--- src/vga_pkg.sv ---
package vga_pkg;

	// Source image and scaling
	localparam int SRC_COLS   = 80;
	localparam int SRC_ROWS   = 60;
	localparam int SCALE_LOG2 = 3;
	localparam int SCALE      = 1 << SCALE_LOG2;
	localparam int FB_WORDS   = SRC_COLS * SRC_ROWS;
	localparam int ADDR_W     = 13;
	localparam int COL_W      = $clog2(SRC_COLS);

	// 640x480 raster, counted in pixel periods and lines
	localparam int H_ACTIVE = 640;
	localparam int H_FRONT  = 16;
	localparam int H_SYNC   = 96;
	localparam int H_BACK   = 48;
	localparam int H_BLANK  = H_FRONT + H_SYNC + H_BACK;
	localparam int H_TOTAL  = H_ACTIVE + H_BLANK;
	localparam int H_CNT_W  = $clog2(H_TOTAL);

	localparam int V_ACTIVE = 480;
	localparam int V_FRONT  = 10;
	localparam int V_SYNC   = 2;
	localparam int V_BACK   = 33;
	localparam int V_BLANK  = V_FRONT + V_SYNC + V_BACK;
	localparam int V_TOTAL  = V_ACTIVE + V_BLANK;
	localparam int V_CNT_W  = $clog2(V_TOTAL);

	localparam int FIFO_DEPTH = 16;
	localparam int FIFO_PTR_W = $clog2(FIFO_DEPTH);

	typedef struct packed {
		logic [7:0] r;
		logic [7:0] g;
		logic [7:0] b;
	} rgb_t;

	// Host write command
	typedef struct packed {
		logic              en;
		logic [ADDR_W-1:0] addr;
		rgb_t              data;
	} fb_write_t;

endpackage

--- src/display_pane.sv ---
`timescale 1ns/1ns

module display_pane (
	input  logic                            clk,
	input  logic                            rst,
	input  logic                            run,
	output logic [vga_pkg::ADDR_W-1:0]      rd_addr,
	input  vga_pkg::rgb_t                   rd_data,
	input  logic                            full,
	input  logic                            empty,
	output logic                            wr_en,
	output vga_pkg::rgb_t                   wr_data
);
	import vga_pkg::*;

	typedef enum logic {
		LOAD = 1'b0,
		WAIT = 1'b1
	} state_t;

	state_t state, nxt_state;

	logic [SCALE_LOG2-1:0] h_rep;
	logic [SCALE_LOG2-1:0] v_rep;
	logic [COL_W-1:0]      col;
	logic [ADDR_W-1:0]     curr_addr;
	logic [ADDR_W-1:0]     row_start;
	logic [ADDR_W-1:0]     next_start;

	logic last_copy;
	logic row_end;
	logic blk_end;

	////////////////////
	// Burst control
	////////////////////

	always_ff @(posedge clk or posedge rst) begin
		if (rst)
			state <= WAIT;
		else
			state <= nxt_state;
	end

	always_comb begin
		nxt_state = state;
		wr_en = 1'b0;
		case (state)
			LOAD: begin
				if (full)
					nxt_state = WAIT;
				else
					wr_en = run;
			end
			WAIT: begin
				// Refill starts as soon as the FIFO reads empty
				if (empty) begin
					nxt_state = LOAD;
					wr_en = run;
				end
			end
			default: nxt_state = WAIT;
		endcase
	end

	////////////////////
	// Scan counters
	////////////////////

	assign last_copy = (h_rep == SCALE_LOG2'(SCALE - 1));
	assign row_end   = last_copy && (col == COL_W'(SRC_COLS - 1));
	assign blk_end   = row_end && (v_rep == SCALE_LOG2'(SCALE - 1));

	// Wrap to the top after the last source row
	assign next_start = (row_start == ADDR_W'(FB_WORDS - SRC_COLS)) ? '0 : curr_addr + 1'b1;

	always_ff @(posedge clk or posedge rst) begin
		if (rst) begin
			h_rep     <= '0;
			v_rep     <= '0;
			col       <= '0;
			curr_addr <= '0;
			row_start <= '0;
		end else if (wr_en) begin
			h_rep <= h_rep + 1'b1;
			if (last_copy) begin
				if (row_end) begin
					col   <= '0;
					v_rep <= v_rep + 1'b1;
					if (blk_end) begin
						row_start <= next_start;
						curr_addr <= next_start;
					end else begin
						// Same source row again
						curr_addr <= row_start;
					end
				end else begin
					col       <= col + 1'b1;
					curr_addr <= curr_addr + 1'b1;
				end
			end
		end
	end

	assign rd_addr = curr_addr;
	assign wr_data = rd_data;

endmodule

--- config.mk ---
export PLATFORM = sky130hd
export DESIGN_NAME = display_pane
export DESIGN_NICKNAME = d
export VERILOG_FILES = /design/src/vga_pkg.sv /design/src/display_pane.sv
export SDC_FILE = /design/constraint.sdc
export NUM_CORES = 1
export LEC_CHECK = 0
export BUFFER_PORTS_ARGS = -buffer_cell sky130_fd_sc_hd__buf_2
export CAP_MARGIN = 20
export CORE_AREA = 3 3 105 107
export CTS_BUF_LIST = sky130_fd_sc_hd__clkbuf_16
export CTS_CLUSTER_DIAMETER = 60
export CTS_CLUSTER_SIZE = 25
export DETAILED_ROUTE_END_ITERATION = 10
export DIE_AREA = 0 0 108 110
export PLACE_DENSITY_LB_ADDON = 0.08
export SYNTH_ARGS = -nofsm -noshare
export SYNTH_HDL_FRONTEND = slang
export SYNTH_SLANG_ARGS = --single-unit
export TNS_END_PERCENT = 20
--- constraint.sdc ---
create_clock -name clk -period 2.5 [get_ports clk]
set_input_delay 0.25 -clock clk [delete_from_list [all_inputs] [get_ports clk]]
set_output_delay 0.25 -clock clk [all_outputs]
set_load 0.01 [all_outputs]
==> impl_metrics.toml, run 1 <==
[outcome]
status = "complete, no violations"

[clock_tree]
clock_latency_ns = 0.28
cts_sinks = 40
hold_buffers = 0
cts_buffers = 5
post-cts-setup-buffers = 0
post_cts_resize_count = 0
htreeDepth = 2
clockBufferDepth = 2
clkTransAtPathRegs_ns = 0.06
cts_root_buffer = "clkbuf_16"
cts_tree = "yes"

[finish]
fillers = 1076
final_nets = 285
regArea_um2 = 1002
syn_to_final_growth_pct = 11.86
postLayoutCellArea_um2 = 2596
diodes = 0
multi_input_area_um2 = 1061
drive_gt1_share_pct = 18.73
fin_cells = 387

[drt]
drt_iter0_markers = 70
wl_per_cell_um = 15.39
drtPass1Iterations = 4
vias_per_cell = 4.545
drc = 0
drtAntennaViolNets = 0
drt_wl_total_um = 5954
vias = 1759

[floorplanning]
coreArea_um2 = 10230
die_area_um2 = 11880
ioPinCount = 67
initial_utilization_pct = 22.69
die_h_um = 110
rows = 37
die_w_um = 108

[global_routing]
track_usage_pct = 10.52
grt_max_degree = 41
grt_pass1_wl_um = 9625
grt_pass1_vias = 1780
antenna_found_initial = 0
overflow = 0

[critical_path]
crit_arrival_ns = 2.39
critPathTopFamily = "simple AND/OR/NAND/NOR gates"
path_buf_inv = 0
slowest_delay_ns = 0.41
crit_required_ns = 2.66
crit_fanout = 10
reg2regPathDepth = 7
r2r-start = "h_rep[0]$_DFFE_PP0N_"
endpoint = "rd_addr[9]$_DFFE_PP0P_"
crit_path_end_kind = "flip-flop"
critPathKind = "reg2reg"
slowest_stage = "and4_1"
r2r_end = "rd_addr[9]$_DFFE_PP0P_"
worst-path-stages = 7
startpoint = "h_rep[0]$_DFFE_PP0N_"
path_cells = "ha_1 > ha_1 > and4bb_2 > and4_1 > o21ai_2 > a221oi_1 > nor2_1"
cp_common_cell = "ha_1"
startpoint_type = "flip-flop"
r2r_slack_ns = 0.26

[placed_design]
place_congestion = 0.7129
pre_cts_slack_ns = 0.2467
numPortBuffers = 18
hpwl_um = 4258
post-place-cells = 379
placed_area_um2 = 2432

[sta]
fin_skew_ns = 0.004401
setup_ws_ns = 0.2640
worst_pin_slew_ns = 0.6625
setup_viol_count_final = 0
grt_setup_unrepaired = "no"
clock.fmax_ghz = 0.4472
fin_worst_hold_slack_ns = 0.1070
hold_viol = 0
period_share_pct = 89.44
fin_crit_ns = 2.236
finalMaxSlewViolations = 0
fin_setup_tns_ns = 0
max_slew_margin_pct = 55.64

[synth]
synth_area_per_cell_um2 = 9.397
ys_seq_elements = 40
synth_fp_nets = 282
yosysWarnings = 0
async_flop_share_pct = 100.0
synth_edf_count = 0
synth_flop_cell = "dfrtp_1"
synthCells = 247
syn_area_um2 = 2321
ys_types = 51
seq_area_frac_synth_pct = 43.18

[pwr]
vdd_drop_max_uv = 265.2
p_per_area_nw_per_um2 = 780.8
leakage_uw = 0.001215

[worst_hold_path]
holdCritPathClass = "in2async"

[job]
maxCapViolCount = 0
## cell usage after synthesis (2+ instances only)
| library cell | number | area, µm² |
|---|---|---|
| nand3_1 | 8 | 40.04 |
| o21ai_0 | 8 | 40.04 |
| nand2_1 | 26 | 97.59 |
| or2_2 | 2 | 12.51 |
| nor3_1 | 8 | 40.04 |
| o31ai_1 | 3 | 22.52 |
| mux2_2 | 2 | 22.52 |
| o21ai_1 | 6 | 30.03 |
| nor2_1 | 25 | 93.84 |
| xnor2_1 | 7 | 61.31 |
| nand4_1 | 5 | 31.28 |
| ha_1 | 6 | 75.07 |
| nor2_4 | 2 | 22.52 |
| nand2b_1 | 4 | 25.02 |
| xor2_1 | 9 | 78.83 |
| inv_1 | 9 | 33.78 |
| dfrtp_1 | 39 | 975.9 |
| a21o_1 | 3 | 22.52 |
| a21oi_1 | 6 | 30.03 |
| and4_1 | 3 | 26.28 |
| buf_2 | 2 | 10.01 |
| clkbuf_1 | 2 | 7.510 |
| a221oi_1 | 6 | 52.55 |
| o22ai_1 | 2 | 12.51 |
| buf_4 | 27 | 202.7 |
| and3_1 | 2 | 12.51 |
## routing by layer
metal  up-vias  wire (µm)  GRT usage, %
li1        853          -             -
met1       865       3000         14.47
met2        39       2643         16.87
met3         2        256         2.097
met4         0         53         2.885
met5         -          0             0
## placed cells by master (no fill, tap or decap), types with 2 or more instances in the layout
| cell type | count |
|---|---|
| a21o_1 | 3 |
| a21oi_1 | 6 |
| a221oi_1 | 6 |
| and3_1 | 2 |
| and4_1 | 3 |
| buf_2 | 18 |
| buf_4 | 10 |
| clkbuf_16 | 5 |
| dfrtp_1 | 39 |
| ha_1 | 6 |
| inv_1 | 9 |
| mux2_2 | 2 |
| nand2_1 | 26 |
| nand2b_1 | 4 |
| nand3_1 | 8 |
| nand4_1 | 5 |
| nor2_1 | 25 |
| nor2_4 | 2 |
| nor3_1 | 8 |
| o21ai_0 | 8 |
| o21ai_1 | 6 |
| o22ai_1 | 2 |
| o31ai_1 | 3 |
| or2_2 | 2 |
| xnor2_1 | 7 |
| xor2_1 | 9 |
## cell families after synthesis
logic type | share of synthesized area (%)
adder cells (fa/ha/maj) | 3.234
flip-flops | 43.18
AO/OA/AOI/OAI | 13.69
AND/OR/NAND/NOR | 21.78
buffers and inverters | 11.10
multiplexers | 0.9703
XOR/XNOR | 6.038
## state kept, by name (all words and copies together), names as in the netlist
signal     cells
rd_addr       13
v_rep          3
h_rep          3
state          1
row_start     13
col            7
## layout make-up
cell class,instances,area share [%]
Inverter,9,1.301
Clock buffer,5,4.819
Clock inverter,3,1.494
Sequential cell,40,38.60
Timing Repair Buffer,28,6.361
Multi-Input combinational cell,166,40.87
Tap cell,136,6.554
## metrics by stage
stage	util, %	total power, µW
2_1_floorplan	-	1194
3_5_place_dp	23.77	1323
5_1_grt	25.38	2172
3_3_place_gp	23.77	1329
6_report	25.38	2027
4_1_cts	25.38	2073
## tightest hold or removal path, cell delays in order
cell and delay [ns]:
buf_2 0.10, clkinv_1 0.03, buf_4 0.46
## worst min path at each step
stage                     start                      to  cells past startpoint
after global placement      rst      col[6]$_DFFE_PP0P_                      3
after detailed placement    rst  rd_addr[3]$_DFFE_PP0P_                      3
after CTS                   rst  rd_addr[1]$_DFFE_PP0P_                      3
after global routing        rst  rd_addr[1]$_DFFE_PP0P_                      3
final                       rst  rd_addr[1]$_DFFE_PP0P_                      3
after floorplan            full         state$_DFF_PP1_                      2
## power by group
group | switching [µW] | internal (µW) | total (µW)
combinational | 243 | 181 | 423
sequential | 123 | 755 | 878
clock | 260 | 466 | 725
total | 626 | 1400 | 2030
Note: power is estimated with default switching activity, not from simulation.
==> inputs of run 2 (changes only) <==
clock period = 1.9 ns   (was 2.5 ns; I/O delays follow)
==> impl_metrics.toml, run 2 (synthesized netlist as in run 1, its figures left out) <==
[sta]
fin_skew_ns = 0.005121
period_share_pct = 106.4
finalMaxSlewViolations = 0
worst_pin_slew_ns = 0.5484
hold_viol = 0
grt_setup_unrepaired = "yes"
fin_crit_ns = 2.022
clock.fmax_ghz = 0.4945
max_slew_margin_pct = 63.43
fin_setup_tns_ns = -1.011
setup_ws_ns = -0.1221
setup_viol_count_final = 17

[placed_design]
hpwl_um = 4612
numPortBuffers = 18
place_congestion = 0.7573
placed_area_um2 = 2625

[clock_tree]
htreeDepth = 2
cts_root_buffer = "clkbuf_16"
clockBufferDepth = 2
cts_sinks = 40
clock_latency_ns = 0.28
clkTransAtPathRegs_ns = 0.06
cts_tree = "yes"
cts_buffers = 5

[floorplanning]
ioPinCount = 67
die_h_um = 110
initial_utilization_pct = 22.69
die_area_um2 = 11880
rows = 37
coreArea_um2 = 10230
die_w_um = 108

[drt]
drtAntennaViolNets = 0
vias_per_cell = 4.395
drtPass1Iterations = 4
drt_iter0_markers = 80
wl_per_cell_um = 15.04
drt_wl_total_um = 6212
vias = 1815
drc = 0

[finish]
diodes = 0
final_nets = 311
finish.utilization_pct = 28.27
layout_commonest_cell = "dfrtp_1"
syn_to_final_growth_pct = 24.64
drive_gt1_share_pct = 31.41
mostFrequentLayoutCells = "39 x dfrtp_1, 31 x buf_4, 26 x nand2_1"
postLayoutCellArea_um2 = 2893

[worst_hold_path]
holdCritPathClass = "in2reg"

[critical_path]
crit_fanout = 6
critPathKind = "reg2reg"
crit_path_end_kind = "flip-flop"
path_cells = "ha_2 > ha_4 > and4bb_2 > buf_6 > nand4_4 > or4_4 > nor2_4 > a21o_1"
slowest_stage = "or4_4"
crit_arrival_ns = 2.24
path_buf_inv = 1
critPathTopFamily = "simple AND/OR/NAND/NOR gates"
startpoint_type = "flip-flop"
crit_required_ns = 2.12
slowest_delay_ns = 0.52

[global_routing]
antenna_found_initial = 0
overflow = 0
track_usage_pct = 11.21
grt_pass1_wl_um = 10270
grt_pass1_vias = 1942
grt_max_degree = 22

[pwr]
vdd_drop_max_uv = 365.1
power.total_uw = 2775
leakage_uw = 0.001363
clkPwrFrac_pct = 34.5
swShare_pct = 31.07
power_frac_comb_pct = 24.2
power_switching_uw = 862.2
power_frac_seq_pct = 41.3
internal-power_uw = 1913
p_per_area_nw_per_um2 = 959.4

[job]
maxCapViolCount = 0

[outcome]
status = "finished with violations"
violations = "setup timing"
[run 2: changes by cell type in the layout (fill, tap and decap cells not counted), sizes merged]
| cell | before | now |
|---|---|---|
| clkinv | 2 | 1 |
| dlygate4sd3 | 0 | 1 |
| inv | 9 | 10 |
| buf | 28 | 53 |
[run 2: path summary, 6_finish.rpt]
kind                                 startpoint                        to  slack (ns)  cells after the start
max                        h_rep[1]$_DFFE_PP0N_  row_start[7]$_DFFE_PP0P_       -0.12                      8
min                                        full           state$_DFF_PP1_        0.20                      3
max reg2reg                h_rep[1]$_DFFE_PP0N_  row_start[7]$_DFFE_PP0P_       -0.12                      8
min reg2reg                v_rep[0]$_DFFE_PP0P_      v_rep[0]$_DFFE_PP0P_        0.47                      1
max in group asynchronous                   rst   rd_addr[11]$_DFFE_PP0P_        0.92                      4
min in group asynchronous                   rst        col[5]$_DFFE_PP0P_        0.49                      3
[run 2: power groups by stage]
stage	clock [µW]	sequential (µW)	combinational (µW)
6_report	957	1150	673
5_1_grt	1010	1180	788
4_1_cts	992	1150	678
3_5_place_dp	0	1170	661
3_3_place_gp	0	1160	676
2_1_floorplan	0	1180	406
[run 2: cell type report]
cell class              instances  area [µm²]
multi-input cells             166        1136
inverters                       9       33.78
repair buffers                 54       386.6
clock buffers                   5       125.1
fillers                      1088        7338
clock inverters                 3       38.79
flip-flops and latches         40        1002
well taps                     136       170.2
[run 2: per-layer routing]
metal / GRT usage, % / vias up / routed length, µm
met4: 3.246 / 0 / 80
li1: - / 901 / -
met3: 2.038 / 8 / 233
met1: 14.95 / 878 / 2938
met2: 18.65 / 28 / 2960
met5: 0 / - / 0
[run 2: metrics by stage]
stage	hold slack (ns)	worst slack, ns	std cells
floorplan	0.3677	-0.009957	247
global placement	0.2644	-0.1344	401
detailed placement	0.2676	-0.1623	401
CTS	0.1833	-0.1259	412
global route	0.2503	-0.2422	413
finish	0.2000	-0.1221	413
[run 2: repair_timing]
| action | in CTS | in global routing |
|---|---|---|
| resized for setup | 8 | 12 |
| hold buffers | 1 | 0 |
| pin swaps | 2 | 2 |
| endpoints found under the hold margin | 19 | 0 |
| setup endpoints to repair | 28 | 32 |
| buffers inserted | 2 | 1 |
[run 2: tightest hold or removal path, cell delays in order]
cell and delay [ns]:
buf_2 0.07, nor2_1 0.07, nor2_1 0.11
==> inputs of run 3 (changes only) <==
BUFFER_PORTS_ARGS = -buffer_cell sky130_fd_sc_hd__buf_4   (was -buffer_cell sky130_fd_sc_hd__buf_2)
GPL_TIMING_DRIVEN = 1   (was default)
SKIP_LAST_GASP = 1   (was default)
==> impl_metrics.toml, run 3 (synthesized netlist as in run 1, its figures left out) <==
[critical_path]
critPathKind = "reg2reg"
crit_required_ns = 2.12
path_cells = "ha_2 > ha_4 > and4bb_2 > buf_6 > nand4_4 > or4_4 > nor2_4 > a2111o_1"
startpoint_type = "flip-flop"
r2r_end = "rd_addr[8]$_DFFE_PP0P_"
slowest_stage = "or4_4"
slowest_delay_ns = 0.54
r2r-start = "h_rep[1]$_DFFE_PP0N_"
crit_path_end_kind = "flip-flop"
reg2regPathDepth = 8
crit_fanout = 6
crit_arrival_ns = 2.27
r2r_slack_ns = -0.15

[drt]
vias = 1837
drc = 0
vias_per_cell = 4.395
wl_per_cell_um = 15.13
drt_iter0_markers = 97
drt_wl_total_um = 6323
drtAntennaViolNets = 0
drtPass1Iterations = 4

[global_routing]
track_usage_pct = 11.01
grt_pass1_vias = 1908
top_usage_layer = "met2"
use_met3_pct = 1.573
met1_usage_pct = 15.24
antenna_found_initial = 0
overflow = 0
grt_pass1_wl_um = 10150
grt_max_degree = 22
use_met2_pct = 18.07

[sta]
clock.fmax_ghz = 0.4884
period_share_pct = 107.8
grt_setup_unrepaired = "yes"
worst_pin_slew_ns = 0.5072
hold_viol = 0
setup_ws_ns = -0.1474
fin_crit_ns = 2.047
setup_viol_count_final = 20
finalMaxSlewViolations = 0
fin_skew_ns = 0.006307
max_slew_margin_pct = 66.13

[floorplanning]
coreArea_um2 = 10230
die_area_um2 = 11880
die_w_um = 108
ioPinCount = 67
rows = 37
die_h_um = 110
initial_utilization_pct = 22.69

[pwr]
power.total_uw = 2678
vdd_drop_max_uv = 311.4
leakage_uw = 0.001383
p_per_area_nw_per_um2 = 906.5

[outcome]
status = "finished with violations"
violations = "setup timing"

[finish]
drive_gt1_share_pct = 30.85
layout_commonest_cell = "buf_4"
postLayoutCellArea_um2 = 2954
final_nets = 317
syn_to_final_growth_pct = 27.28
mostFrequentLayoutCells = "54 x buf_4, 39 x dfrtp_1, 25 x nor2_1, 25 x nand2_1"
diodes = 0

[clock_tree]
clock_latency_ns = 0.28
htreeDepth = 2
cts_sinks = 40
cts_root_buffer = "clkbuf_16"
clockBufferDepth = 2
cts_tree = "yes"
cts_buffers = 5
clkTransAtPathRegs_ns = 0.06

[worst_hold_path]
min_from = "full"
min_to = "state$_DFF_PP1_"
holdCritPathClass = "in2reg"
worstHoldPathCells = 3

[placed_design]
hpwl_um = 4633
place_congestion = 0.6916
numPortBuffers = 18
pre_cts_slack_ns = -0.1865
placed_area_um2 = 2708

[job]
maxCapViolCount = 0
==> run 3: worst max path at each step <==
| stage | slack, ns | cells after the start | to | start |
|---|---|---|---|---|
| after floorplan | -0.01 | 8 | rd_addr[7]$_DFFE_PP0P_ | h_rep[0]$_DFFE_PP0N_ |
| after global placement | -0.14 | 8 | rd_addr[3]$_DFFE_PP0P_ | h_rep[0]$_DFFE_PP0N_ |
| after detailed placement | -0.19 | 7 | rd_addr[11]$_DFFE_PP0P_ | h_rep[1]$_DFFE_PP0N_ |
| after CTS | -0.16 | 8 | rd_addr[8]$_DFFE_PP0P_ | h_rep[1]$_DFFE_PP0N_ |
| after global routing | -0.26 | 8 | rd_addr[8]$_DFFE_PP0P_ | h_rep[1]$_DFFE_PP0N_ |
| final | -0.15 | 8 | rd_addr[8]$_DFFE_PP0P_ | h_rep[1]$_DFFE_PP0N_ |
==> run 3: report_power, final <==
| group | switching, µW | total [µW] | internal (µW) |
|---|---|---|---|
| sequential | 151 | 1140 | 994 |
| combinational | 369 | 736 | 367 |
| clock | 325 | 797 | 472 |
| total | 845 | 2680 | 1830 |
==> run 3: stage by stage <==
step                      hold slack [ns]  utilization [%]  cells   TNS, ns
after floorplan                    0.3677                -    247  -0.04234
after global placement             0.2841            26.46    406    -2.349
after detailed placement           0.2738            26.46    406    -3.168
after CTS                          0.1825            28.03    416    -2.368
after global routing               0.2401            28.87    418    -4.584
final                              0.1941            28.87    418    -1.430
==> run 3: routing by layer <==
layer / routed length (µm) / share of wire (%)
met1: 3002 / 47
met2: 3037 / 48
met3: 208 / 3.3
met4: 75 / 1.2
met5: 0 / 0
==> run 3: timing repair <==
item,CTS,global route
setup buffers,2,1
gates resized for setup,1,14
setup endpoints to repair,28,33
cloned,0,1
endpoints found under the hold margin,19,0
pin swaps,0,4
hold buffers,1,0
==> run 3: final cells by class <==
cell class / instances / area (µm²)
clock buffer: 5 / 125.1
clock inverter: 2 / 8.758
fill: 1094 / 7277
inverter: 9 / 33.78
multi-input combinational: 167 / 1145
sequential: 40 / 1002
tap: 136 / 170.2
timing repair buffer: 59 / 469.2
==> run 3: critical path, delay by kind of cell (launching register included) <==
kind | cells | cell delay, ns
and+or+nand+nor | 4 | 1.07
DFF | 1 | 0.36
adders and majority gates | 2 | 0.33
buffers and inverters | 1 | 0.11
AOI/OAI and AO/OA | 1 | 0.11
