$ cat config.mk
export PLATFORM = sky130hd
export DESIGN_NAME = pixel_fifo
export DESIGN_NICKNAME = d
export VERILOG_FILES = /design/src/vga_pkg.sv /design/src/pixel_fifo.sv
export SDC_FILE = /design/constraint.sdc
export NUM_CORES = 1
export LEC_CHECK = 0
export BUFFER_PORTS_ARGS = -buffer_cell sky130_fd_sc_hd__buf_2
export CORE_ASPECT_RATIO = 2
export CORE_MARGIN = 3
export CORE_UTILIZATION = 25
export CTS_CLUSTER_DIAMETER = 60
export CTS_CLUSTER_SIZE = 40
export DETAILED_ROUTE_END_ITERATION = 8
export GPL_TIMING_DRIVEN = 0
export SLEW_MARGIN = 25
export SYNTH_ARGS = -nofsm -noshare
export SYNTH_HDL_FRONTEND = slang
export SYNTH_SLANG_ARGS = --single-unit
$ cat constraint.sdc
create_clock -name clk -period 2.65 [get_ports clk]
set_input_delay 0 -clock clk [delete_from_list [all_inputs] [get_ports clk]]
set_output_delay 0 -clock clk [all_outputs]
set_load 0.05 [all_outputs]
$ cat src/vga_pkg.sv
package vga_pkg;

	// Source image and scaling
	localparam int SRC_COLS   = 80;
	localparam int SRC_ROWS   = 60;
	localparam int SCALE_LOG2 = 3;
	localparam int SCALE      = 1 << SCALE_LOG2;
	localparam int FB_WORDS   = SRC_COLS * SRC_ROWS;
	localparam int ADDR_W     = 13;
	localparam int COL_W      = $clog2(SRC_COLS);

	// 640x480 raster, counted in pixel periods and lines
	localparam int H_ACTIVE = 640;
	localparam int H_FRONT  = 16;
	localparam int H_SYNC   = 96;
	localparam int H_BACK   = 48;
	localparam int H_BLANK  = H_FRONT + H_SYNC + H_BACK;
	localparam int H_TOTAL  = H_ACTIVE + H_BLANK;
	localparam int H_CNT_W  = $clog2(H_TOTAL);

	localparam int V_ACTIVE = 480;
	localparam int V_FRONT  = 10;
	localparam int V_SYNC   = 2;
	localparam int V_BACK   = 33;
	localparam int V_BLANK  = V_FRONT + V_SYNC + V_BACK;
	localparam int V_TOTAL  = V_ACTIVE + V_BLANK;
	localparam int V_CNT_W  = $clog2(V_TOTAL);

	localparam int FIFO_DEPTH = 16;
	localparam int FIFO_PTR_W = $clog2(FIFO_DEPTH);

	typedef struct packed {
		logic [7:0] r;
		logic [7:0] g;
		logic [7:0] b;
	} rgb_t;

	// Host write command
	typedef struct packed {
		logic              en;
		logic [ADDR_W-1:0] addr;
		rgb_t              data;
	} fb_write_t;

endpackage

$ cat src/pixel_fifo.sv
`timescale 1ns/1ns

module pixel_fifo (
	input  logic          clk,
	input  logic          rst,
	input  logic          wr_en,
	input  vga_pkg::rgb_t wr_data,
	input  logic          rd_en,
	output vga_pkg::rgb_t rd_data,
	output logic          full,
	output logic          empty
);
	import vga_pkg::*;

	rgb_t mem [FIFO_DEPTH];

	logic [FIFO_PTR_W-1:0] wr_ptr;
	logic [FIFO_PTR_W-1:0] rd_ptr;
	logic [FIFO_PTR_W:0]   count;
	logic [FIFO_PTR_W:0]   count_nxt;
	logic                  do_wr;
	logic                  do_rd;

	// Requests against a full or empty FIFO are ignored
	assign do_wr = wr_en && !full;
	assign do_rd = rd_en && !empty;

	always_comb begin
		count_nxt = count;
		if (do_wr && !do_rd)
			count_nxt = count + 1'b1;
		else if (do_rd && !do_wr)
			count_nxt = count - 1'b1;
	end

	always_ff @(posedge clk) begin
		if (do_wr)
			mem[wr_ptr] <= wr_data;
	end

	always_ff @(posedge clk or posedge rst) begin
		if (rst) begin
			wr_ptr <= '0;
			rd_ptr <= '0;
			count  <= '0;
			full   <= 1'b0;
			empty  <= 1'b1;
		end else begin
			if (do_wr)
				wr_ptr <= wr_ptr + 1'b1;
			if (do_rd)
				rd_ptr <= rd_ptr + 1'b1;
			count <= count_nxt;
			full  <= (count_nxt == (FIFO_PTR_W + 1)'(FIFO_DEPTH));
			empty <= (count_nxt == '0);
		end
	end

	// Show-ahead head word
	assign rd_data = mem[rd_ptr];

endmodule

==> results of run 1 <==
-- area by class of cell --
class | instances | area (sq um)
fill | 5925 | 42900
sequential | 399 | 11910
multi-input combinational | 267 | 3487
timing repair buffer | 104 | 1046
tap | 780 | 975.9
clock buffer | 19 | 390.4
buffer | 37 | 354.1
clock inverter | 5 | 90.09
inverter | 6 | 22.52
antenna | 1 | 2.502
-- cells by family after synthesis --
group | synth area share (%)
flops | 76.64
mux | 15.49
simple gates | 2.883
compound gates | 2.303
buf+inv | 1.611
xor+xnor | 0.5074
fa+ha+maj | 0.5637
-- worst min path at each step --
| stage | cells after the start | slack, ps | end | start |
|---|---|---|---|---|
| CTS | 3 | 80 | rd_ptr[3] | rst |
| detailed placement | 2 | 160 | count[0] | rst |
| finish | 3 | 70 | count[0] | rst |
| floorplan | 1 | -100 | count[0] | rst |
| global placement | 2 | 130 | count[0] | rst |
| global route | 3 | 140 | count[0] | rst |
-- Yosys cell counts --
| library cell | n |
|---|---|
| edfxtp_1 | 384 |
| mux4_2 | 87 |
| nor2b_1 | 25 |
| a211oi_1 | 21 |
| a21oi_1 | 21 |
| mux2i_1 | 21 |
| and2_1 | 17 |
| clkbuf_1 | 16 |
| dfrtp_1 | 14 |
| nand2_1 | 10 |
| buf_2 | 9 |
| mux4_1 | 9 |
| xnor2_1 | 9 |
| a22oi_1 | 7 |
| ha_1 | 7 |
| nor2_1 | 7 |
| inv_1 | 6 |
| buf_6 | 5 |
| nor3_1 | 4 |
| and3_1 | 3 |
| buf_1 | 3 |
| nand3_1 | 3 |
| buf_12 | 2 |
| buf_4 | 2 |
| nand2b_1 | 2 |
| nand4_1 | 2 |
| nor3b_1 | 2 |
| nor4_1 | 2 |
| a21boi_0 | 1 |
| a31oi_1 | 1 |
| and3b_1 | 1 |
| dfstp_2 | 1 |
| nor2_2 | 1 |
| o211ai_1 | 1 |
| o21ai_0 | 1 |
| o31ai_1 | 1 |
| o32ai_1 | 1 |
-- where the power goes --
part           internal [mW]  switching (mW)  total [mW]
clock network           1.13            1.93        3.06
registers               7.60           0.211        7.82
logic                   3.18            4.79        7.98
-- layout by cell type, fill, tap and decap left out, drive strengths merged, types with 2 or more instances in the layout --
master,synthesis,routed
a211oi,21,21
a21oi,21,21
a22oi,7,7
and2,17,17
and3,3,3
buf,21,98
clkbuf,16,35
clkinv,0,4
dfrtp,14,14
dlygate4sd3,0,27
edfxtp,384,384
ha,7,7
inv,6,7
mux2i,21,21
mux4,96,96
nand2,10,10
nand2b,2,2
nand3,3,3
nand4,2,2
nor2,8,8
nor2b,25,25
nor3,4,4
nor3b,2,2
nor4,2,2
xnor2,9,9
-- stage by stage --
stage               power (mW)  worst slack [ps]
floorplan                13.03             467.1
global placement         15.10            -364.4
detailed placement       15.40             169.8
CTS                      18.91            -24.57
global route             19.65            -37.19
finish                   18.85             47.19
-- flip-flops by register name, summed over array words and instances, names as in the netlist --
| name | flops |
|---|---|
| empty | 1 |
| rd_ptr | 4 |
| full | 1 |
| count | 5 |
| wr_ptr | 4 |
| mem | 384 |
-- worst min-delay path, stage by stage --
cell and delay, ps:
dlygate4sd3_1 520, buf_2 120, inv_1 510
-- layer usage --
| metal | up-vias | share of wire [%] | track usage (%) |
|---|---|---|---|
| li1 | 3167 | - | - |
| met1 | 3910 | 36 | 12.15 |
| met2 | 153 | 57 | 21.50 |
| met3 | 49 | 3.6 | 1.134 |
| met4 | 0 | 3.2 | 4.224 |
| met5 | - | 0 | 0 |
-- repair_timing --
action | 4_1_cts | 5_1_grt
hold buffers | 27 | 0
setup endpoints to repair | 24 | 20
endpoints found under the hold margin | 403 | 0
pin swaps | 2 | 2
buffers inserted | 1 | 7
resized for setup | 63 | 26
==> metrics.txt, run 1 <==
row cnt roughly 130; vias per std cell 4.499; HPWL after detailed placement between 20000 and 25000 um; H-tree levels 1; CP Launch Point rd_ptr[0]; Reg clk slew, reported paths around 140 ps; FMAX between 300 and 400 MHz; Hold/Removal Path Class in2async; die area around 65000 sq um; # setup viols final 0; Die Ht between 300 and 400 um; Peak VDD IR 0.0006567 V; Setup TNS 0 ps; placed cell count 1558; remaining global-route overflow 0; slowest CP cell mux4_2; Final Non-Filler Cells about 1600; R2R cell count 4; post-synthesis cell type count 37; 1st-iter DRT viols about 460; Slew Viols, Final 0; Mapped Area between 15000 and 20000 sq um; syn nets about 740; Inserted Clock Buffers 15; via count 7279; crit-path cells buf_12 -> buf_6 -> mux4_2 -> a211oi_2 -> a21oi_1 -> buf_2; clk_lat worst skew 570 ps; number of synthesized register bits 399; Routed Antenna Nets 0; Post-Syn Area per Cell approximately 22 sq um; initial core utilization 25.39%; critical path class reg2out; final net count 865; total power per unit cell area just over 1000 nW/um^2; sequential share of the synthesized area about three quarters; setup repair after global routing missed its margin yes; # Max-Cap Violations 0; crit-path max FO 10; PortBufs 53; final WL between 30000 and 40000 um; fin crit share roughly 98%; status finished, final reports clean; Reg2Reg Setup Slack ~290 ps; die extent in x roughly 180 um; Required @ worst endpoint about 2700 ps; TritonCTS clock tree yes; buffer and inverter count on the worst path 3; Avg WL per Cell 22.61 um; area leader, netlist edfxtp_1; clock skew around 63 ps; Core Area between 60000 and 70000 sq um; Final Core Density between 20 and 30%; Critical Path Sink rd_data[15]; CTS root buf clkbuf_16; first-pass GRT wire length between 50000 and 60000 um; Clock Tree Buf Depth 3; top-area cell type share of the netlist area about three quarters; Remaining DRCs 0; Critical Path Stages 6; global placement routability congestion ~0.7; Num Clock Sinks roughly 400; Worst-Margin Slew 756.9 ps; post-synthesis cell count roughly 710; top cells by area, synth edfxtp_1 (74%), mux4_2 (13%), dfrtp_1 (2.3%); Area Growth Syn to Fin 17.64%; post-route cell area 18280 sq um; vias in the first global route a little under 8000; reg2reg end mem[10][8]; initial antenna violation count 1; placed cell areas about 17000 sq um; CP top delay family buffers and inverters; Leakage between 5 and 6 nW; startpoint types flip-flop; Final min period 2603 ps; GRT Util Overall between 10% and 20%; crit-path max cell delay approximately 550 ps; yosys warns 0; Slew headroom 49.54%; final hold viol count 0; largest net degree at the start of global routing 42; # IOs 54; worst reg2reg path startpoint full; Setup crit end kind output port; layout cells sized above 1 30.70%; worst path arrival time 2600 ps; TritonRoute pass-1 iters 5; hold slack final around 66 ps
No activity file was read; power rests on OpenSTA's default activity.
==> run 2, diff against run 1 <==
--- a/config.mk
+++ b/config.mk
@@ -5,9 +5,10 @@
 export SDC_FILE = /design/constraint.sdc
 export NUM_CORES = 1
 export LEC_CHECK = 0
+export ABC_AREA = 1
 export BUFFER_PORTS_ARGS = -buffer_cell sky130_fd_sc_hd__buf_2
 export CORE_ASPECT_RATIO = 2
-export CORE_MARGIN = 3
+export CORE_MARGIN = 2
 export CORE_UTILIZATION = 25
 export CTS_CLUSTER_DIAMETER = 60
 export CTS_CLUSTER_SIZE = 40
==> run 2 against run 1 <==
Compared with the run above:
- sequential power rose by 0.6%
- routed wire length grew 39%
- sequential share of layout area shrank 3.9 points
- first-iteration DRC count rose by 72%
- synthesized cell count is 88% higher
- critical endpoint is now rd_data[20]
==> metrics.txt, run 2 <==
Post-CTS Setup Inserts 0; startpoint types flip-flop; cell-internal power approximately 12 mW; Required @ worst endpoint around 2700 ps; # IOs between 50 and 60; PortBufs between 50 and 60; clock share of power between 10% and 20%; yosys warns 0; crit-path max FO 10; via count approximately 11000; Final min period between 2000 and 3000 ps; Area Growth Syn to Fin 17.34%; largest net degree at the start of global routing 42; EDFF count, synth roughly 380; die area approximately 68000 sq um; global placement routability congestion roughly 0.86; die extent in x between 150 and 200 um; Hold/Removal Path Class in2async; remaining global-route overflow 0; Num Clock Sinks roughly 400; FMAX approximately 380 MHz; number of synthesized register bits approximately 400; GRT Util Overall ~15%; setup repair after global routing missed its margin yes; Peak VDD IR between 0.0006 and 0.0007 V; most frequent cells in the layout edfxtp_1 (384), nand2_1 (162), nor2_1 (153); Setup crit end kind output port; row cnt around 130; Seq pwr share approximately 36%; placed cell count 2281; initial antenna violation count 1; dominant synthesized flop cell edfxtp_1; top cells by area, synth edfxtp_1 (70%), nor2_1 (3.8%), nand2_1 (3.7%); Die Ht 368 um; Leakage 6.628 nW; CP Launch Point rd_ptr[0]; vias in the first global route ~11000; crit-path max cell delay ~450 ps; area leader, netlist edfxtp_1; list of most frequent post-synthesis cells edfxtp_1 (384), nor2_1 (169), nand2_1 (162); clk_lat worst skew 560 ps; TritonRoute pass-1 iters 5; number of flip-flops in the largest register ~380; Biggest register mem; Remaining DRCs 0; total power per unit cell area about 1100 nW/um^2; first-pass GRT wire length 72390 um; post-synthesis cell type count 28; Post-Syn Area per Cell 12.41 sq um; Synth Area in Simple Gates roughly 16%; crit-path cells buf_4 -> clkbuf_4 -> buf_6 -> nor3_1 -> nor3_2 -> nand2_1 -> nand3_1 -> and2_2 -> buf_6; Routed Antenna Nets 0; most common cell in the synthesized netlist edfxtp_1; top-area cell type share of the netlist area 69.62%; fin crit share between 90 and 100%; # setup viols final 0; initial core utilization about 25%; placed cell areas around 18000 sq um; Inserted Clock Buffers 14; Synth Area in Adders less than 1%; final WL 50900 um; Synth Area in XOR/XNOR less than 1%; Synth Area in Compound Gates 6.119%; Slew headroom 37.95%; worst path arrival time 2640 ps; Switching Share a little under half; syn nets between 1000 and 1500; status finished, final reports clean; final net count approximately 1500; reg2reg end mem[3][8]; Worst-Margin Slew between 900 and 1000 ps; Core Area 65730 sq um; main combinational cell family by area after synthesis simple AND/OR/NAND/NOR gates; clock skew roughly 34 ps; R2R cell count 5; Clock Tree Buf Depth 3; Final Power 21.68 mW; fraction of registers with async set/reset under 10%; largest registers mem (384), count (5); Avg WL per Cell 21.86 um; 1st-iter DRT viols 798; post-route cell area a little under 20000 sq um; sequential share of the synthesized area approximately 72%; # Max-Cap Violations 0; Final Non-Filler Cells between 2000 and 2500; H-tree levels 1; slowest CP cell dfrtp_1; post-synthesis cell count 1335; post-synthesis mux area share 0%; CP most frequent cell buf_6; Reg2Reg Setup Slack roughly 230 ps; part of the power in combinational logic between 40% and 50%; CTS root buf clkbuf_16; Slew Viols, Final 0; Mapped Area approximately 17000 sq um; TritonCTS clock tree yes; critical path class reg2out; Switch Pwr ~9.8 mW; commonest non-fill, non-tap cell in the layout edfxtp_1; worst reg2reg path startpoint full; Critical Path Sink rd_data[20]; Reg clk slew, reported paths between 100 and 150 ps; vias per std cell approximately 4.6; layout cells sized above 1 around 17%; HPWL after detailed placement roughly 36000 um; final hold viol count 0
## run 2: power by group through the flow
stage | Sequential, mW | Clock (mW) | Combinational (mW)
3_3_place_gp | 8.00 | 0 | 9.79
2_1_floorplan | 7.96 | 0 | 6.29
6_report | 7.87 | 3.01 | 10.8
5_1_grt | 7.92 | 3.21 | 11.5
4_1_cts | 7.87 | 3.05 | 10.6
3_5_place_dp | 7.98 | 0 | 10.3
## run 2: repair_timing
item,4_1_cts,5_1_grt
resized for setup,52,64
pin swaps,1,1
hold buffers,27,0
endpoints found under the setup margin,24,24
endpoints found under the hold margin,407,0
## run 2: kinds of logic after synthesis
logic type,count (synthesis)
compound gates,194
xor+xnor,6
fa+ha+maj,7
buf+inv,166
flops,399
simple gates,563
## run 2: worst min path at each step
stage          from        end  slack (ps)  cells past startpoint
4_1_cts         rst  rd_ptr[2]          50                      3
5_1_grt         rst  rd_ptr[1]         100                      3
3_3_place_gp    rst       full          70                      2
2_1_floorplan   rst   count[0]        -100                      1
3_5_place_dp    rst       full         110                      2
6_report        rst  rd_ptr[1]          40                      3
## run 2: layout make-up
type / instances / area, sq um
Clock inverter: 3 / 57.56
Sequential cell: 399 / 11910
Inverter: 86 / 322.8
Multi-Input combinational cell: 770 / 4021
Timing Repair Buffer: 96 / 1006
Antenna cell: 1 / 2.502
Tap cell: 877 / 1097
Buffer: 79 / 630.6
Clock buffer: 18 / 386.6
Fill cell: 6553 / 46300
## run 2: metal layers
layer / vias up / wire (um) / track usage [%]
met5: - / 0 / 0
met4: 0 / 4298 / 11.11
met3: 172 / 2580 / 1.474
met2: 405 / 27660 / 28.14
met1: 5338 / 16370 / 14.37
li1: 4904 / - / -
## run 2: critical path: cells and delay by family, from the launching register on
family / cells / cell delay, ps
DFF: 1 / 450
buffers and inverters: 4 / 800
and+or+nand+nor: 5 / 810
## run 2: metrics by stage
stage | hold slack (ps) | setup slack, ps | utilization (%) | setup TNS [ps]
5_1_grt | 101.3 | -22.30 | 29.57 | -29.27
4_1_cts | 54.76 | -7.673 | 29.36 | -12.01
6_report | 43.19 | 14.74 | 29.57 | 0
3_5_place_dp | 113.3 | 145.8 | 28.07 | 0
2_1_floorplan | -99.24 | 95.04 | - | 0
3_3_place_gp | 73.64 | -1285 | 27.27 | -371380
==> run 3, diff against run 2 <==
--- a/config.mk
+++ b/config.mk
@@ -9,11 +9,12 @@
 export BUFFER_PORTS_ARGS = -buffer_cell sky130_fd_sc_hd__buf_2
 export CORE_ASPECT_RATIO = 2
 export CORE_MARGIN = 2
-export CORE_UTILIZATION = 25
+export CORE_UTILIZATION = 62
 export CTS_CLUSTER_DIAMETER = 60
 export CTS_CLUSTER_SIZE = 40
 export DETAILED_ROUTE_END_ITERATION = 8
 export GPL_TIMING_DRIVEN = 0
+export PLACE_DENSITY = 0.8
 export SLEW_MARGIN = 25
 export SYNTH_ARGS = -nofsm -noshare
 export SYNTH_HDL_FRONTEND = slang
==> run 3 against run 2 <==
Compared with the run above:
- setup slack improved by 24 ps
- cell area shrank 4.2%
- fmax up 0.91%
- global-route usage is 18 points higher
- die area down 59%
- core utilization grew 41 points
- register-to-register slack gained 130 ps
- critical path type unchanged
- critical endpoint is now rd_data[18]
- largest cell class unchanged
==> metrics.txt, run 3 (same netlist as run 2, synthesis figures left out) <==
largest registers mem (384), count (5); Slew headroom 41.49%; Leakage roughly 6.6 nW; Slew Viols, Final 0; Peak VDD IR 0.001256 V; total power per unit cell area roughly 1100 nW/um^2; layout cells sized above 1 around 16%; # Max-Cap Violations 0; Biggest register mem; Worst-Margin Slew about 900 ps; FMAX between 300 and 400 MHz; HPWL after detailed placement ~30000 um; Avg WL per Cell between 20 and 30 um; CP top delay family buffers and inverters; commonest non-fill, non-tap cell in the layout edfxtp_1; crit-path max FO 10; final net count between 1000 and 1500; status finished, final reports clean; final WL between 40000 and 50000 um; largest net degree at the start of global routing 42; post-placement setup slack about 410 ps; Filler cells 1740; GRT Util Overall roughly 33%; slowest CP cell dfrtp_1; startpoint types flip-flop; Reg clk slew, reported paths ~140 ps; crit-path max cell delay just over 500 ps; 1st-iter DRT viols 1605; Switch Pwr 9.433 mW; Switching Share roughly 45%; clock share of power between 10% and 20%; fin crit share between 90% and 100%; crit-path cells inv_2 -> buf_6 -> clkbuf_2 -> o21ai_0 -> o21ai_1 -> nand2_1 -> nand3_1 -> and2_1 -> buf_2; vias in the first global route approximately 12000; Remaining DRCs 0; Num Clock Sinks around 400; final hold viol count 0; Multi-input gate area 3975 sq um; worst path arrival time around 2600 ps; via count 11500; die area 28120 sq um; placed cell count 1748; PortBufs 53; # diodes 0; clk_lat worst skew roughly 540 ps; TritonRoute pass-1 iters 6; global placement routability congestion between 0.8 and 0.9; initial core utilization 63.03%; Final min period ~2600 ps; most frequent cells in the layout edfxtp_1 (384), nand2_1 (162), nor2_1 (153); hold slack final between 60 and 70 ps; setup repair after global routing missed its margin no; H-tree levels 1; first-pass GRT wire length 67450 um; Setup crit end kind output port; Required @ worst endpoint between 2000 and 3000 ps; part of the power in combinational logic a little under half; Inserted Clock Buffers 14; post-route setup slack slightly below 40 ps; cell-internal power ~12 mW; number of flip-flops in the largest register around 380; Seq pwr share 37.2%; Routed Antenna Nets 0; initial antenna violation count 0; critical path class reg2out; Final Non-Filler Cells 1799; CTS root buf clkbuf_16; Area Growth Syn to Fin 12.44%; Die Ht about 240 um; remaining global-route overflow 0; register area between 10000 and 15000 sq um; # IOs between 50 and 60; die extent in x ~120 um; row cnt 84; vias per std cell about 6.4; Hold/Removal Path Class in2async; # setup viols final 0; Clock Tree Buf Depth 3; Core Area 26280 sq um; TritonCTS clock tree yes; clock skew about 39 ps; buffer and inverter count on the worst path 4; Post-CTS Setup Inserts 0
run 3: cell count changes in the layout (fill, tap and decap cells not counted), sizes merged:
| cell | before | now |
|---|---|---|
| inv | 87 | 88 |
| clkinv | 2 | 1 |
| diode | 1 | 0 |
| clkbuf | 42 | 44 |
| bufinv | 0 | 2 |
run 3: final timing paths:
check	start	endpoint	slack [ps]	cells after the start
min in group clk	wr_data[15]	mem[9][15]	360	2
worst max register to register	full	mem[7][15]	360	5
worst min-delay path	rst	rd_ptr[1]	60	3
worst max-delay path	rd_ptr[1]	rd_data[18]	40	9
max in group asynchronous	rst	wr_ptr[1]	2160	3
worst min register to register	count[4]	full	540	3
run 3: area by class of cell:
type	count	share of cell area (%)
clock buffers	19	2.150
multi-input cells	770	21.35
repair buffers	96	5.294
well taps	344	2.311
plain buffers	80	2.721
clock inverters	5	0.5039
inverters	86	1.733
flip-flops and latches	399	63.94
run 3: per-layer routing:
layer | track usage [%] | routed length [um] | vias up
met5 | 0 | 0 | -
met3 | 3.416 | 4346 | 234
li1 | - | - | 4911
met1 | 37.71 | 14530 | 5508
met4 | 23.21 | 3984 | 0
met2 | 57.56 | 23880 | 845
run 3: per-stage QoR:
stage                     util, %  total power [mW]  area (sq um)  setup TNS [ps]
after global placement      65.68             17.12         17260         -293630
final                       70.88             21.13         18620               0
after floorplan                 -             14.25         16560               0
after global routing        70.88             21.77         18620               0
after detailed placement    67.81             17.75         17820               0
after CTS                   70.76             20.85         18590               0
run 3: repair_timing:
item | 4_1_cts | 5_1_grt
cloned | 0 | 0
resized for setup | 7 | 17
endpoints found under the hold margin | 404 | 0
hold buffers | 27 | 0
setup endpoints to repair | 18 | 20
run 3: tightest hold or removal path, cell delays in order:
cell and delay, ps:
dlygate4sd3_1 530, buf_2 120, inv_1 450
run 3: power groups by stage:
| stage | clock [mW] | sequential (mW) | combinational, mW |
|---|---|---|---|
| final | 3.16 | 7.85 | 10.1 |
| after global routing | 3.31 | 7.89 | 10.6 |
| after CTS | 3.13 | 7.84 | 9.87 |
| after detailed placement | 0 | 7.98 | 9.76 |
| after global placement | 0 | 7.99 | 9.13 |
| after floorplan | 0 | 7.96 | 6.29 |
